[config.mk]
export PLATFORM = sky130hd
export DESIGN_NAME = vcore_top
export DESIGN_NICKNAME = d
export VERILOG_FILES = /design/src/common/vcore_pkg.sv /design/src/common/decode_if.sv /design/src/isa_decoder/isa_decoder.sv /design/src/logic/fetch_unit.sv /design/src/logic/scalar_unit.sv /design/src/logic/vector_issue.sv /design/src/logic/vcore_top.sv
export VERILOG_INCLUDE_DIRS = /design/src /design/src/common
export SDC_FILE = /design/constraint.sdc
export NUM_CORES = 2
export LEC_CHECK = 0
export BUFFER_PORTS_ARGS = -buffer_cell sky130_fd_sc_hd__clkbuf_2
export CAP_MARGIN = 20
export CORE_ASPECT_RATIO = 0.5
export CORE_MARGIN = 4
export CORE_UTILIZATION = 24
export DETAILED_ROUTE_END_ITERATION = 10
export GPL_TIMING_DRIVEN = 0
export HOLD_SLACK_MARGIN = 0.05
export PLACE_DENSITY = 0.42
export SETUP_SLACK_MARGIN = 0.5
export SLEW_MARGIN = 20
export SYNTH_ARGS = -nofsm -noshare
export SYNTH_HDL_FRONTEND = slang
export SYNTH_SLANG_ARGS = --single-unit
[constraint.sdc]
create_clock -name clk -period 16.5 [get_ports clk]
set_input_delay 2.475 -clock clk [delete_from_list [all_inputs] [get_ports clk]]
set_output_delay 2.475 -clock clk [all_outputs]
set_load 0.1 [all_outputs]
[src/common/vcore_config.svh]
`ifndef VCORE_CONFIG_SVH
`define VCORE_CONFIG_SVH

// instruction and scalar datapath
`define VCORE_INSTR_W 32
`define VCORE_INT_W 32

// base address width into the vector register file
`define VCORE_VRF_ADDR_W 12

// program memory depth is 2**VCORE_IMEM_AW words
`define VCORE_IMEM_AW 6

// commands in flight at the vector engine
`define VCORE_MAX_VEC_OUT 4

`endif

[src/common/vcore_pkg.sv]
`include "vcore_config.svh"

package vcore_pkg;

    typedef logic [`VCORE_INSTR_W-1:0]    instr_t;
    typedef logic [`VCORE_INT_W-1:0]      word_t;
    typedef logic [`VCORE_VRF_ADDR_W-1:0] vrf_addr_t;

    typedef enum logic [2:0] {
        SC_LUI  = 3'b000,
        SC_ADDI = 3'b001,
        SC_BNE  = 3'b010,
        SC_ADD  = 3'b011,
        SC_CSR  = 3'b100,
        SC_NOP  = 3'b101
    } scalar_op_e;

    // command kinds sent to the vector engine
    typedef enum logic [2:0] {
        VC_LOAD   = 3'b000,
        VC_STORE  = 3'b001,
        VC_STREAM = 3'b010,
        VC_MACC   = 3'b011,
        VC_NOP    = 3'b100
    } vec_op_e;

endpackage

[src/common/decode_if.sv]
`timescale 1ns/1ns

interface decode_if import vcore_pkg::*; ();

    logic [4:0] rs1;
    logic [4:0] rs2;
    logic [4:0] rd;

    scalar_op_e scalar_op;
    word_t      scalar_imm;   // I or U immediate
    logic [11:0] branch_imm;  // bne offset in halfwords
    logic       scalar_wen;

    vec_op_e   vec_op;
    vrf_addr_t vr_addr;
    vrf_addr_t vw_addr;
    logic      is_vect;
    logic      is_wfi;

    modport dec (
        output rs1, rs2, rd, scalar_op, scalar_imm, branch_imm, scalar_wen,
        output vec_op, vr_addr, vw_addr, is_vect, is_wfi
    );

    modport scal (
        input rs1, rs2, rd, scalar_op, scalar_imm, branch_imm, scalar_wen
    );

    // wfi is seen here so the drain wait can hold the core
    modport vec (
        input vec_op, vr_addr, vw_addr, is_vect, is_wfi
    );

endinterface

[src/isa_decoder/isa_decoder.sv]
`timescale 1ns/1ns
`include "vcore_config.svh"

module isa_decoder import vcore_pkg::*; (
    input  logic   clk,
    input  logic   rst,
    input  instr_t instr,
    input  logic   done_steady,
    decode_if.dec  dec,
    output logic   ap_done
);

    logic is_lui, is_addi, is_add, is_bne, is_csr;
    logic is_vle, is_vse, is_vmacc, is_vstream, is_vsetivli, is_wfi;
    logic [2:0] vlen;
    logic [4:0] vs2;
    logic [4:0] vd;
    logic done_flag;
    word_t i_imm;
    word_t u_imm;

    // register number lands at the top of the address
    function automatic vrf_addr_t scale_addr(input logic [4:0] vreg, input logic [2:0] len);
        logic [4:0] kept;
        for (int i = 0; i < 5; i++) begin
            kept[i] = vreg[i] & (i <= int'(len));
        end
        return vrf_addr_t'(kept) << (`VCORE_VRF_ADDR_W - 1 - int'(len));
    endfunction

    assign is_lui      = (instr[6:0] == 7'b0110111);
    assign is_addi     = (instr[6:0] == 7'b0010011) && (instr[14:12] == 3'b000);
    assign is_add      = (instr[6:0] == 7'b0110011) && (instr[14:12] == 3'b000)
                         && (instr[31:25] == 7'b0000000);
    assign is_bne      = (instr[6:0] == 7'b1100011) && (instr[14:12] == 3'b001);
    assign is_csr      = (instr[6:0] == 7'b0000011) && (instr[31:20] == 12'hc00); // cycle
    assign is_vle      = (instr[6:0] == 7'h07);
    assign is_vse      = (instr[6:0] == 7'h27);
    assign is_vmacc    = (instr[6:0] == 7'h57) && (instr[14:12] == 3'h0);
    assign is_vsetivli = (instr[6:0] == 7'h57) && (instr[14:12] == 3'h7);
    assign is_vstream  = (instr[6:0] == 7'h7f); // custom opcode
    assign is_wfi      = (instr == 32'h1050_0073);

    // scalar fields
    assign dec.rs1 = instr[19:15];
    assign dec.rs2 = instr[24:20];
    assign dec.rd  = instr[11:7];

    assign i_imm = {{20{instr[31]}}, instr[31:20]};
    assign u_imm = {instr[31:12], 12'b0};

    assign dec.scalar_imm = is_addi ? i_imm : u_imm;
    assign dec.branch_imm = {instr[31], instr[7], instr[30:25], instr[11:8]};
    assign dec.scalar_wen = is_lui | is_addi | is_add | is_csr;

    always_comb begin
        if (is_lui) begin
            dec.scalar_op = SC_LUI;
        end else if (is_addi) begin
            dec.scalar_op = SC_ADDI;
        end else if (is_bne) begin
            dec.scalar_op = SC_BNE;
        end else if (is_add) begin
            dec.scalar_op = SC_ADD;
        end else if (is_csr) begin
            dec.scalar_op = SC_CSR;
        end else begin
            dec.scalar_op = SC_NOP;
        end
    end

    // vector length, set by vsetivli
    always_ff @(posedge clk) begin
        if (rst) begin
            vlen <= 3'd0;
        end else if (is_vsetivli) begin
            vlen <= instr[17:15];
        end
    end

    always_comb begin
        if (is_vle) begin
            dec.vec_op = VC_LOAD;
        end else if (is_vse) begin
            dec.vec_op = VC_STORE;
        end else if (is_vmacc) begin
            dec.vec_op = VC_MACC;
        end else if (is_vstream) begin
            dec.vec_op = VC_STREAM;
        end else begin
            dec.vec_op = VC_NOP;
        end
    end

    assign dec.is_vect = is_vle | is_vse | is_vmacc | is_vstream;
    assign dec.is_wfi  = is_wfi;

    assign vs2 = (is_vse | is_vstream) ? instr[11:7] : instr[24:20]; // store reads vd slot
    assign vd  = instr[11:7];

    assign dec.vr_addr = scale_addr(vs2, vlen);
    assign dec.vw_addr = scale_addr(vd, vlen);

    // one pulse per wfi until a non-wfi word shows up
    always_ff @(posedge clk) begin
        if (rst) begin
            done_flag <= 1'b0;
        end else if (ap_done) begin
            done_flag <= 1'b1;
        end else if (!is_wfi) begin
            done_flag <= 1'b0;
        end
    end

    assign ap_done = is_wfi & done_steady & ~done_flag;

endmodule

[src/logic/fetch_unit.sv]
`timescale 1ns/1ns
`include "vcore_config.svh"

module fetch_unit import vcore_pkg::*; (
    input  logic                     clk,
    input  logic                     rst,
    input  logic                     start,
    input  logic                     prog_we,
    input  logic [`VCORE_IMEM_AW-1:0] prog_addr,
    input  instr_t                   prog_data,
    input  logic                     stall,
    input  logic                     hold_wfi,
    input  logic                     branch_taken,
    input  word_t                    branch_target, // pc-relative byte offset
    output instr_t                   instr,
    output logic                     busy
);

    instr_t imem [2**`VCORE_IMEM_AW];
    word_t  pc;

    // loaded only while idle
    always_ff @(posedge clk) begin
        if (prog_we && !busy) begin
            imem[prog_addr] <= prog_data;
        end
    end

    // idle core sees an all-zero word, which decodes to nothing
    assign instr = busy ? imem[pc[`VCORE_IMEM_AW+1:2]] : '0;

    always_ff @(posedge clk) begin
        if (rst) begin
            pc   <= '0;
            busy <= 1'b0;
        end else if (!busy) begin
            if (start) begin
                pc   <= '0;
                busy <= 1'b1;
            end
        end else begin
            // wfi without a stall means the engine has drained
            if (hold_wfi && !stall) begin
                busy <= 1'b0;
            end
            if (!stall && !hold_wfi) begin
                if (branch_taken) begin
                    pc <= pc + branch_target;
                end else begin
                    pc <= pc + 32'd4;
                end
            end
        end
    end

endmodule

[src/logic/scalar_unit.sv]
`timescale 1ns/1ns

module scalar_unit import vcore_pkg::*; (
    input  logic       clk,
    input  logic       rst,
    input  logic       busy,
    input  logic       stall,
    decode_if.scal     dec,
    output logic       branch_taken,
    output word_t      branch_target,
    output logic       wb_valid,
    output logic [4:0] wb_rd,
    output word_t      wb_data
);

    word_t regs [32];
    word_t rs1_val;
    word_t rs2_val;
    word_t result;
    word_t cycle_cnt;
    logic  commit;

    assign rs1_val = (dec.rs1 == 5'd0) ? '0 : regs[dec.rs1]; // x0 reads zero
    assign rs2_val = (dec.rs2 == 5'd0) ? '0 : regs[dec.rs2];

    assign commit = busy & ~stall;

    always_comb begin
        case (dec.scalar_op)
            SC_LUI:  result = dec.scalar_imm;
            SC_ADDI: result = rs1_val + dec.scalar_imm;
            SC_ADD:  result = rs1_val + rs2_val;
            SC_CSR:  result = cycle_cnt;
            default: result = '0;
        endcase
    end

    assign wb_valid = commit & dec.scalar_wen;
    assign wb_rd    = dec.rd;
    assign wb_data  = result;

    always_ff @(posedge clk) begin
        if (wb_valid && dec.rd != 5'd0) begin
            regs[dec.rd] <= result;
        end
    end

    // bne
    assign branch_taken  = commit & (dec.scalar_op == SC_BNE) & (rs1_val != rs2_val);
    assign branch_target = {{19{dec.branch_imm[11]}}, dec.branch_imm, 1'b0};

    // cycles since start
    always_ff @(posedge clk) begin
        if (rst) begin
            cycle_cnt <= '0;
        end else if (!busy) begin
            cycle_cnt <= '0;
        end else begin
            cycle_cnt <= cycle_cnt + 1'b1;
        end
    end

endmodule

[src/logic/vector_issue.sv]
`timescale 1ns/1ns
`include "vcore_config.svh"

module vector_issue import vcore_pkg::*; (
    input  logic      clk,
    input  logic      rst,
    decode_if.vec     dec,
    input  logic      vec_done,
    output logic      stall,
    output logic      done_steady,
    output logic      vec_start,
    output vec_op_e   vec_op,
    output vrf_addr_t vec_src_addr,
    output vrf_addr_t vec_dst_addr
);

    localparam int CNT_W = $clog2(`VCORE_MAX_VEC_OUT + 1);

    logic [CNT_W-1:0] out_cnt; // commands in flight
    logic issue_ok;
    logic retire;

    always_comb begin
        case (dec.vec_op)
            VC_LOAD, VC_STORE:  issue_ok = (out_cnt == '0); // memory ops wait for a drain
            VC_MACC, VC_STREAM: issue_ok = (out_cnt < CNT_W'(`VCORE_MAX_VEC_OUT));
            default:            issue_ok = 1'b0;
        endcase
    end

    assign done_steady = (out_cnt == '0);
    assign retire      = vec_done & ~done_steady;
    assign stall       = (dec.is_vect & ~issue_ok) | (dec.is_wfi & ~done_steady);

    assign vec_start    = dec.is_vect & issue_ok;
    assign vec_op       = dec.vec_op;
    assign vec_src_addr = dec.vr_addr;
    assign vec_dst_addr = dec.vw_addr;

    always_ff @(posedge clk) begin
        if (rst) begin
            out_cnt <= '0;
        end else begin
            case ({vec_start, retire})
                2'b10:   out_cnt <= out_cnt + 1'b1;
                2'b01:   out_cnt <= out_cnt - 1'b1;
                default: out_cnt <= out_cnt; // none, or issue and retire together
            endcase
        end
    end

endmodule

[src/logic/vcore_top.sv]
`timescale 1ns/1ns
`include "vcore_config.svh"

module vcore_top import vcore_pkg::*; (
    input  logic                     clk,
    input  logic                     rst,
    input  logic                     prog_we,
    input  logic [`VCORE_IMEM_AW-1:0] prog_addr,
    input  instr_t                   prog_data,
    input  logic                     start,
    output logic                     vec_start,
    output vec_op_e                  vec_op,
    output vrf_addr_t                vec_src_addr,
    output vrf_addr_t                vec_dst_addr,
    input  logic                     vec_done,
    output logic                     wb_valid,
    output logic [4:0]               wb_rd,
    output word_t                    wb_data,
    output logic                     ap_done,
    output logic                     busy
);

    decode_if dec_bus ();

    instr_t instr;
    logic   stall;
    logic   done_steady;
    logic   branch_taken;
    word_t  branch_target;

    fetch_unit u_fetch (
        .clk           (clk),
        .rst           (rst),
        .start         (start),
        .prog_we       (prog_we),
        .prog_addr     (prog_addr),
        .prog_data     (prog_data),
        .stall         (stall),
        .hold_wfi      (dec_bus.is_wfi),
        .branch_taken  (branch_taken),
        .branch_target (branch_target),
        .instr         (instr),
        .busy          (busy)
    );

    isa_decoder u_decoder (
        .clk         (clk),
        .rst         (rst),
        .instr       (instr),
        .done_steady (done_steady),
        .dec         (dec_bus.dec),
        .ap_done     (ap_done)
    );

    scalar_unit u_scalar (
        .clk           (clk),
        .rst           (rst),
        .busy          (busy),
        .stall         (stall),
        .dec           (dec_bus.scal),
        .branch_taken  (branch_taken),
        .branch_target (branch_target),
        .wb_valid      (wb_valid),
        .wb_rd         (wb_rd),
        .wb_data       (wb_data)
    );

    vector_issue u_vec_issue (
        .clk          (clk),
        .rst          (rst),
        .dec          (dec_bus.vec),
        .vec_done     (vec_done),
        .stall        (stall),
        .done_steady  (done_steady),
        .vec_start    (vec_start),
        .vec_op       (vec_op),
        .vec_src_addr (vec_src_addr),
        .vec_dst_addr (vec_dst_addr)
    );

endmodule

==> impl_metrics.py <==
metrics = {
    "yosys": {
        "synth-compound-area-share": 0.0820,
        "synth-main-ff-cell": "edfxtp_1",
        "synth-adder-area-share": 0.00418,
        "yosys.area_share.simple": 0.0711,
        "muxShareOfSynthArea": 0.119,
        "ys_top_cells_by_area": "edfxtp_1 (69%), mux4_2 (9.4%), nand2_1 (2.4%)",
        "syn_inst": 8468,
        "async_reset_ff_frac": 0,
        "synth_top_area_frac": 0.686,
        "synth.distinct_cells": 108,
        "synth_top_family_by_area": "multiplexers",
        "synth_area_um2": 134000,
        "synth_edf_count": 3063,
        "syn_area_per_cell_um2": 15.8,
        "ys_warn_count": 0,
        "ys_seq_elements": 3116,
        "synth_area_leader_cell": "edfxtp_1",
        "synth_xor_area_frac": 0.00523,
        "synth-seq-area-share": 0.694,
    },
    "critical_path": {
        "path_buf_inv": 10,
        "crit_arrival_ns": 13.74,
        "cp.depth": 34,
        "slowest_delay_ns": 0.76,
        "cpMostUsedCell": "buf_2",
        "cp_max_fo": 26,
        "critical_path_class": "register to output pin",
        "r2r_cells": 33,
        "critPathRequiredTime_ns": 14.03,
        "cp_top_family": "compound AO/OA/AOI/OAI gates",
        "slowest_stage": "buf_2",
        "crit_path_start_kind": "register",
        "worstSetupEndpointType": "output pin",
    },
    "sta": {
        "rsz0062_at_grt": "false",
        "period_share": 0.983,
        "timing.final.crit_period_ns": 16.22,
        "clock_skew_ns": 0.0769,
        "slew_viol_final": 0,
        "slew_headroom": 0.0886,
        "worst_slew_pin_slew_ns": 1.37,
        "max_freq_mhz": 61.7,
        "whs_ns": 0.499,
        "hold_viol_final": 0,
        "setup_viol": 0,
    },
    "die": {
        "ios": 111,
        "core_region_area_um2": 555000,
        "die_w_um": 1060,
        "row_count": 193,
        "die_area_um2": 571000,
        "start_util": 0.242,
        "fp.dieH_um": 536,
    },
    "outcome": {
        "status": "finished clean",
    },
    "drt": {
        "wl_um": 688000,
        "ant_nets": 0,
        "vias_per_cell": 5.59,
        "firstDrtPassIters": 9,
        "wl_per_cell_um": 40.4,
        "drt_iter0_drc": 17200,
        "num_vias": 95200,
        "drc": 0,
    },
    "global_routing": {
        "grt_pass1_wl_um": 889000,
        "grt-ovfl-total": 0,
        "grt_pass1_vias": 89800,
        "grt_usage": 0.231,
        "antenna_found_initial": 67,
        "grt_max_degree": 65,
    },
    "clocking": {
        "clock_path_buffers": 4,
        "htree_levels": 5,
        "cts_num_sinks": 3116,
        "cts_tree": "built",
        "root_buffer": "clkbuf_16",
        "cts.clk_slew.worst_paths_ns": 0.06,
        "insertion_delay_ns": 1.01,
        "cts_buffers": 336,
    },
    "finish": {
        "drive_above_1_share": 0.236,
        "syn_to_final_growth_pct": 22.6,
        "num-nets-final": 9392,
        "layout_commonest_cell": "edfxtp_1",
        "final_cells": 17000,
        "fill_cells": 55100,
        "fin_area_um2": 164000,
        "final_cell_mix": "edfxtp_1 (3,063), nand2_1 (853), mux4_2 (559)",
    },
    "power_and_ir_drop": {
        "leakagePower_uw": 0.0506,
        "peakVddDrop_uv": 82.2,
        "p_per_area_nw_per_um2": 109,
        "finalPower_uw": 17900,
    },
    "placement": {
        "place_area_um2": 153000,
        "routabilityCongestion": 0.968,
        "hpwl_um": 483000,
        "dp_cells": 16400,
        "portBuffers": 98,
    },
    "run": {
        "cap_violations": 0,
    },
    "worst_hold_path": {
        "min_path_cells": 2,
        "holdCritPathClass": "register to register",
    },
}
[worst paths after layout]
kind	startpoint	to	slack [ns]
max	register	wb_data[31]	0.28
min	u_decoder.done_flag	u_decoder.done_flag	0.50
max reg2reg	register	u_scalar.regs[27][29]	4.03
min reg2reg	u_decoder.done_flag	u_decoder.done_flag	0.50
[metrics by stage]
stage               utilization  setup TNS [ns]  setup WS, ns
detailed placement        0.277               0         0.558
finish                    0.296               0         0.282
global placement          0.259         -397.36         -4.89
global route              0.296               0         0.479
CTS                       0.296               0         0.500
floorplan                     -               0          2.92
[sequential cells by signal, summed over array words and instances (netlist names), named ones only]
name	count
u_vec_issue.out_cnt	3
u_decoder.vlen	3
u_fetch.pc	7
u_decoder.done_flag	1
u_fetch.busy	1
u_fetch.imem	2048
u_scalar.regs	1015
u_scalar.cycle_cnt	32
[synthesized netlist by cell type, types with 56 or more instances]
master / n
buf_4: 58
a22oi_1: 63
mux2i_1: 267
a31oi_1: 103
buf_2: 239
inv_1: 68
and3_1: 86
nand3_1: 428
mux2_2: 63
nor3_1: 72
o211ai_1: 56
clkbuf_1: 221
nor2_1: 392
nand2_1: 858
o22ai_1: 121
a21oi_1: 199
o21ai_0: 329
edfxtp_1: 3063
a211oi_1: 121
mux4_2: 559
[logic make-up (layout without fill, tap and decap cells)]
logic type,Yosys count,in the layout
adder cells (fa/ha/maj),43,43
XOR/XNOR,80,80
buffers and inverters,673,1748
AND/OR/NAND/NOR,2089,2089
multiplexers,889,889
AO/OA/AOI/OAI,1577,1577
flip-flops,3116,3116
other,1,78
[area by class of cell]
cell class / count / area [um^2] / share of cell area
repair buffers: 470 / 8680 / 0.0528
clock inverters: 191 / 1610 / 0.00982
flip-flops and latches: 3116 / 93000 / 0.566
diodes: 47 / 118 / 0.000716
plain buffers: 599 / 3260 / 0.0198
clock buffers: 414 / 8850 / 0.0539
well taps: 7410 / 9270 / 0.0564
inverters: 74 / 278 / 0.00169
multi-input cells: 4709 / 39200 / 0.239
[repair_timing]
| item | in CTS | in global routing |
|---|---|---|
| buffers inserted | 2 | 4 |
| setup endpoints to repair | 8 | 6 |
| pin swaps | 1 | 1 |
| cloned | 0 | 0 |
| hold buffers | 0 | 0 |
| resized for setup | 39 | 70 |
[power by group]
group	switching (uW)	internal, uW
sequential	5.99	8670
combinational	1230	446
clock	3370	4170
total	4610	13300
[tightest hold or removal path: stages, from the launching register on]
cell	delay, ns
dfxtp_1	0.31
nor2_1	0.10
nor3b_1	0.05
[per-layer routing]
metal	up-vias	GRT usage	share of wire
li1	35900	-	-
met1	50700	0.296	0.39
met2	6909	0.359	0.45
met3	1724	0.0596	0.10
met4	20	0.125	0.064
met5	-	0	0.00020
Power figures use the tool's default switching activity.
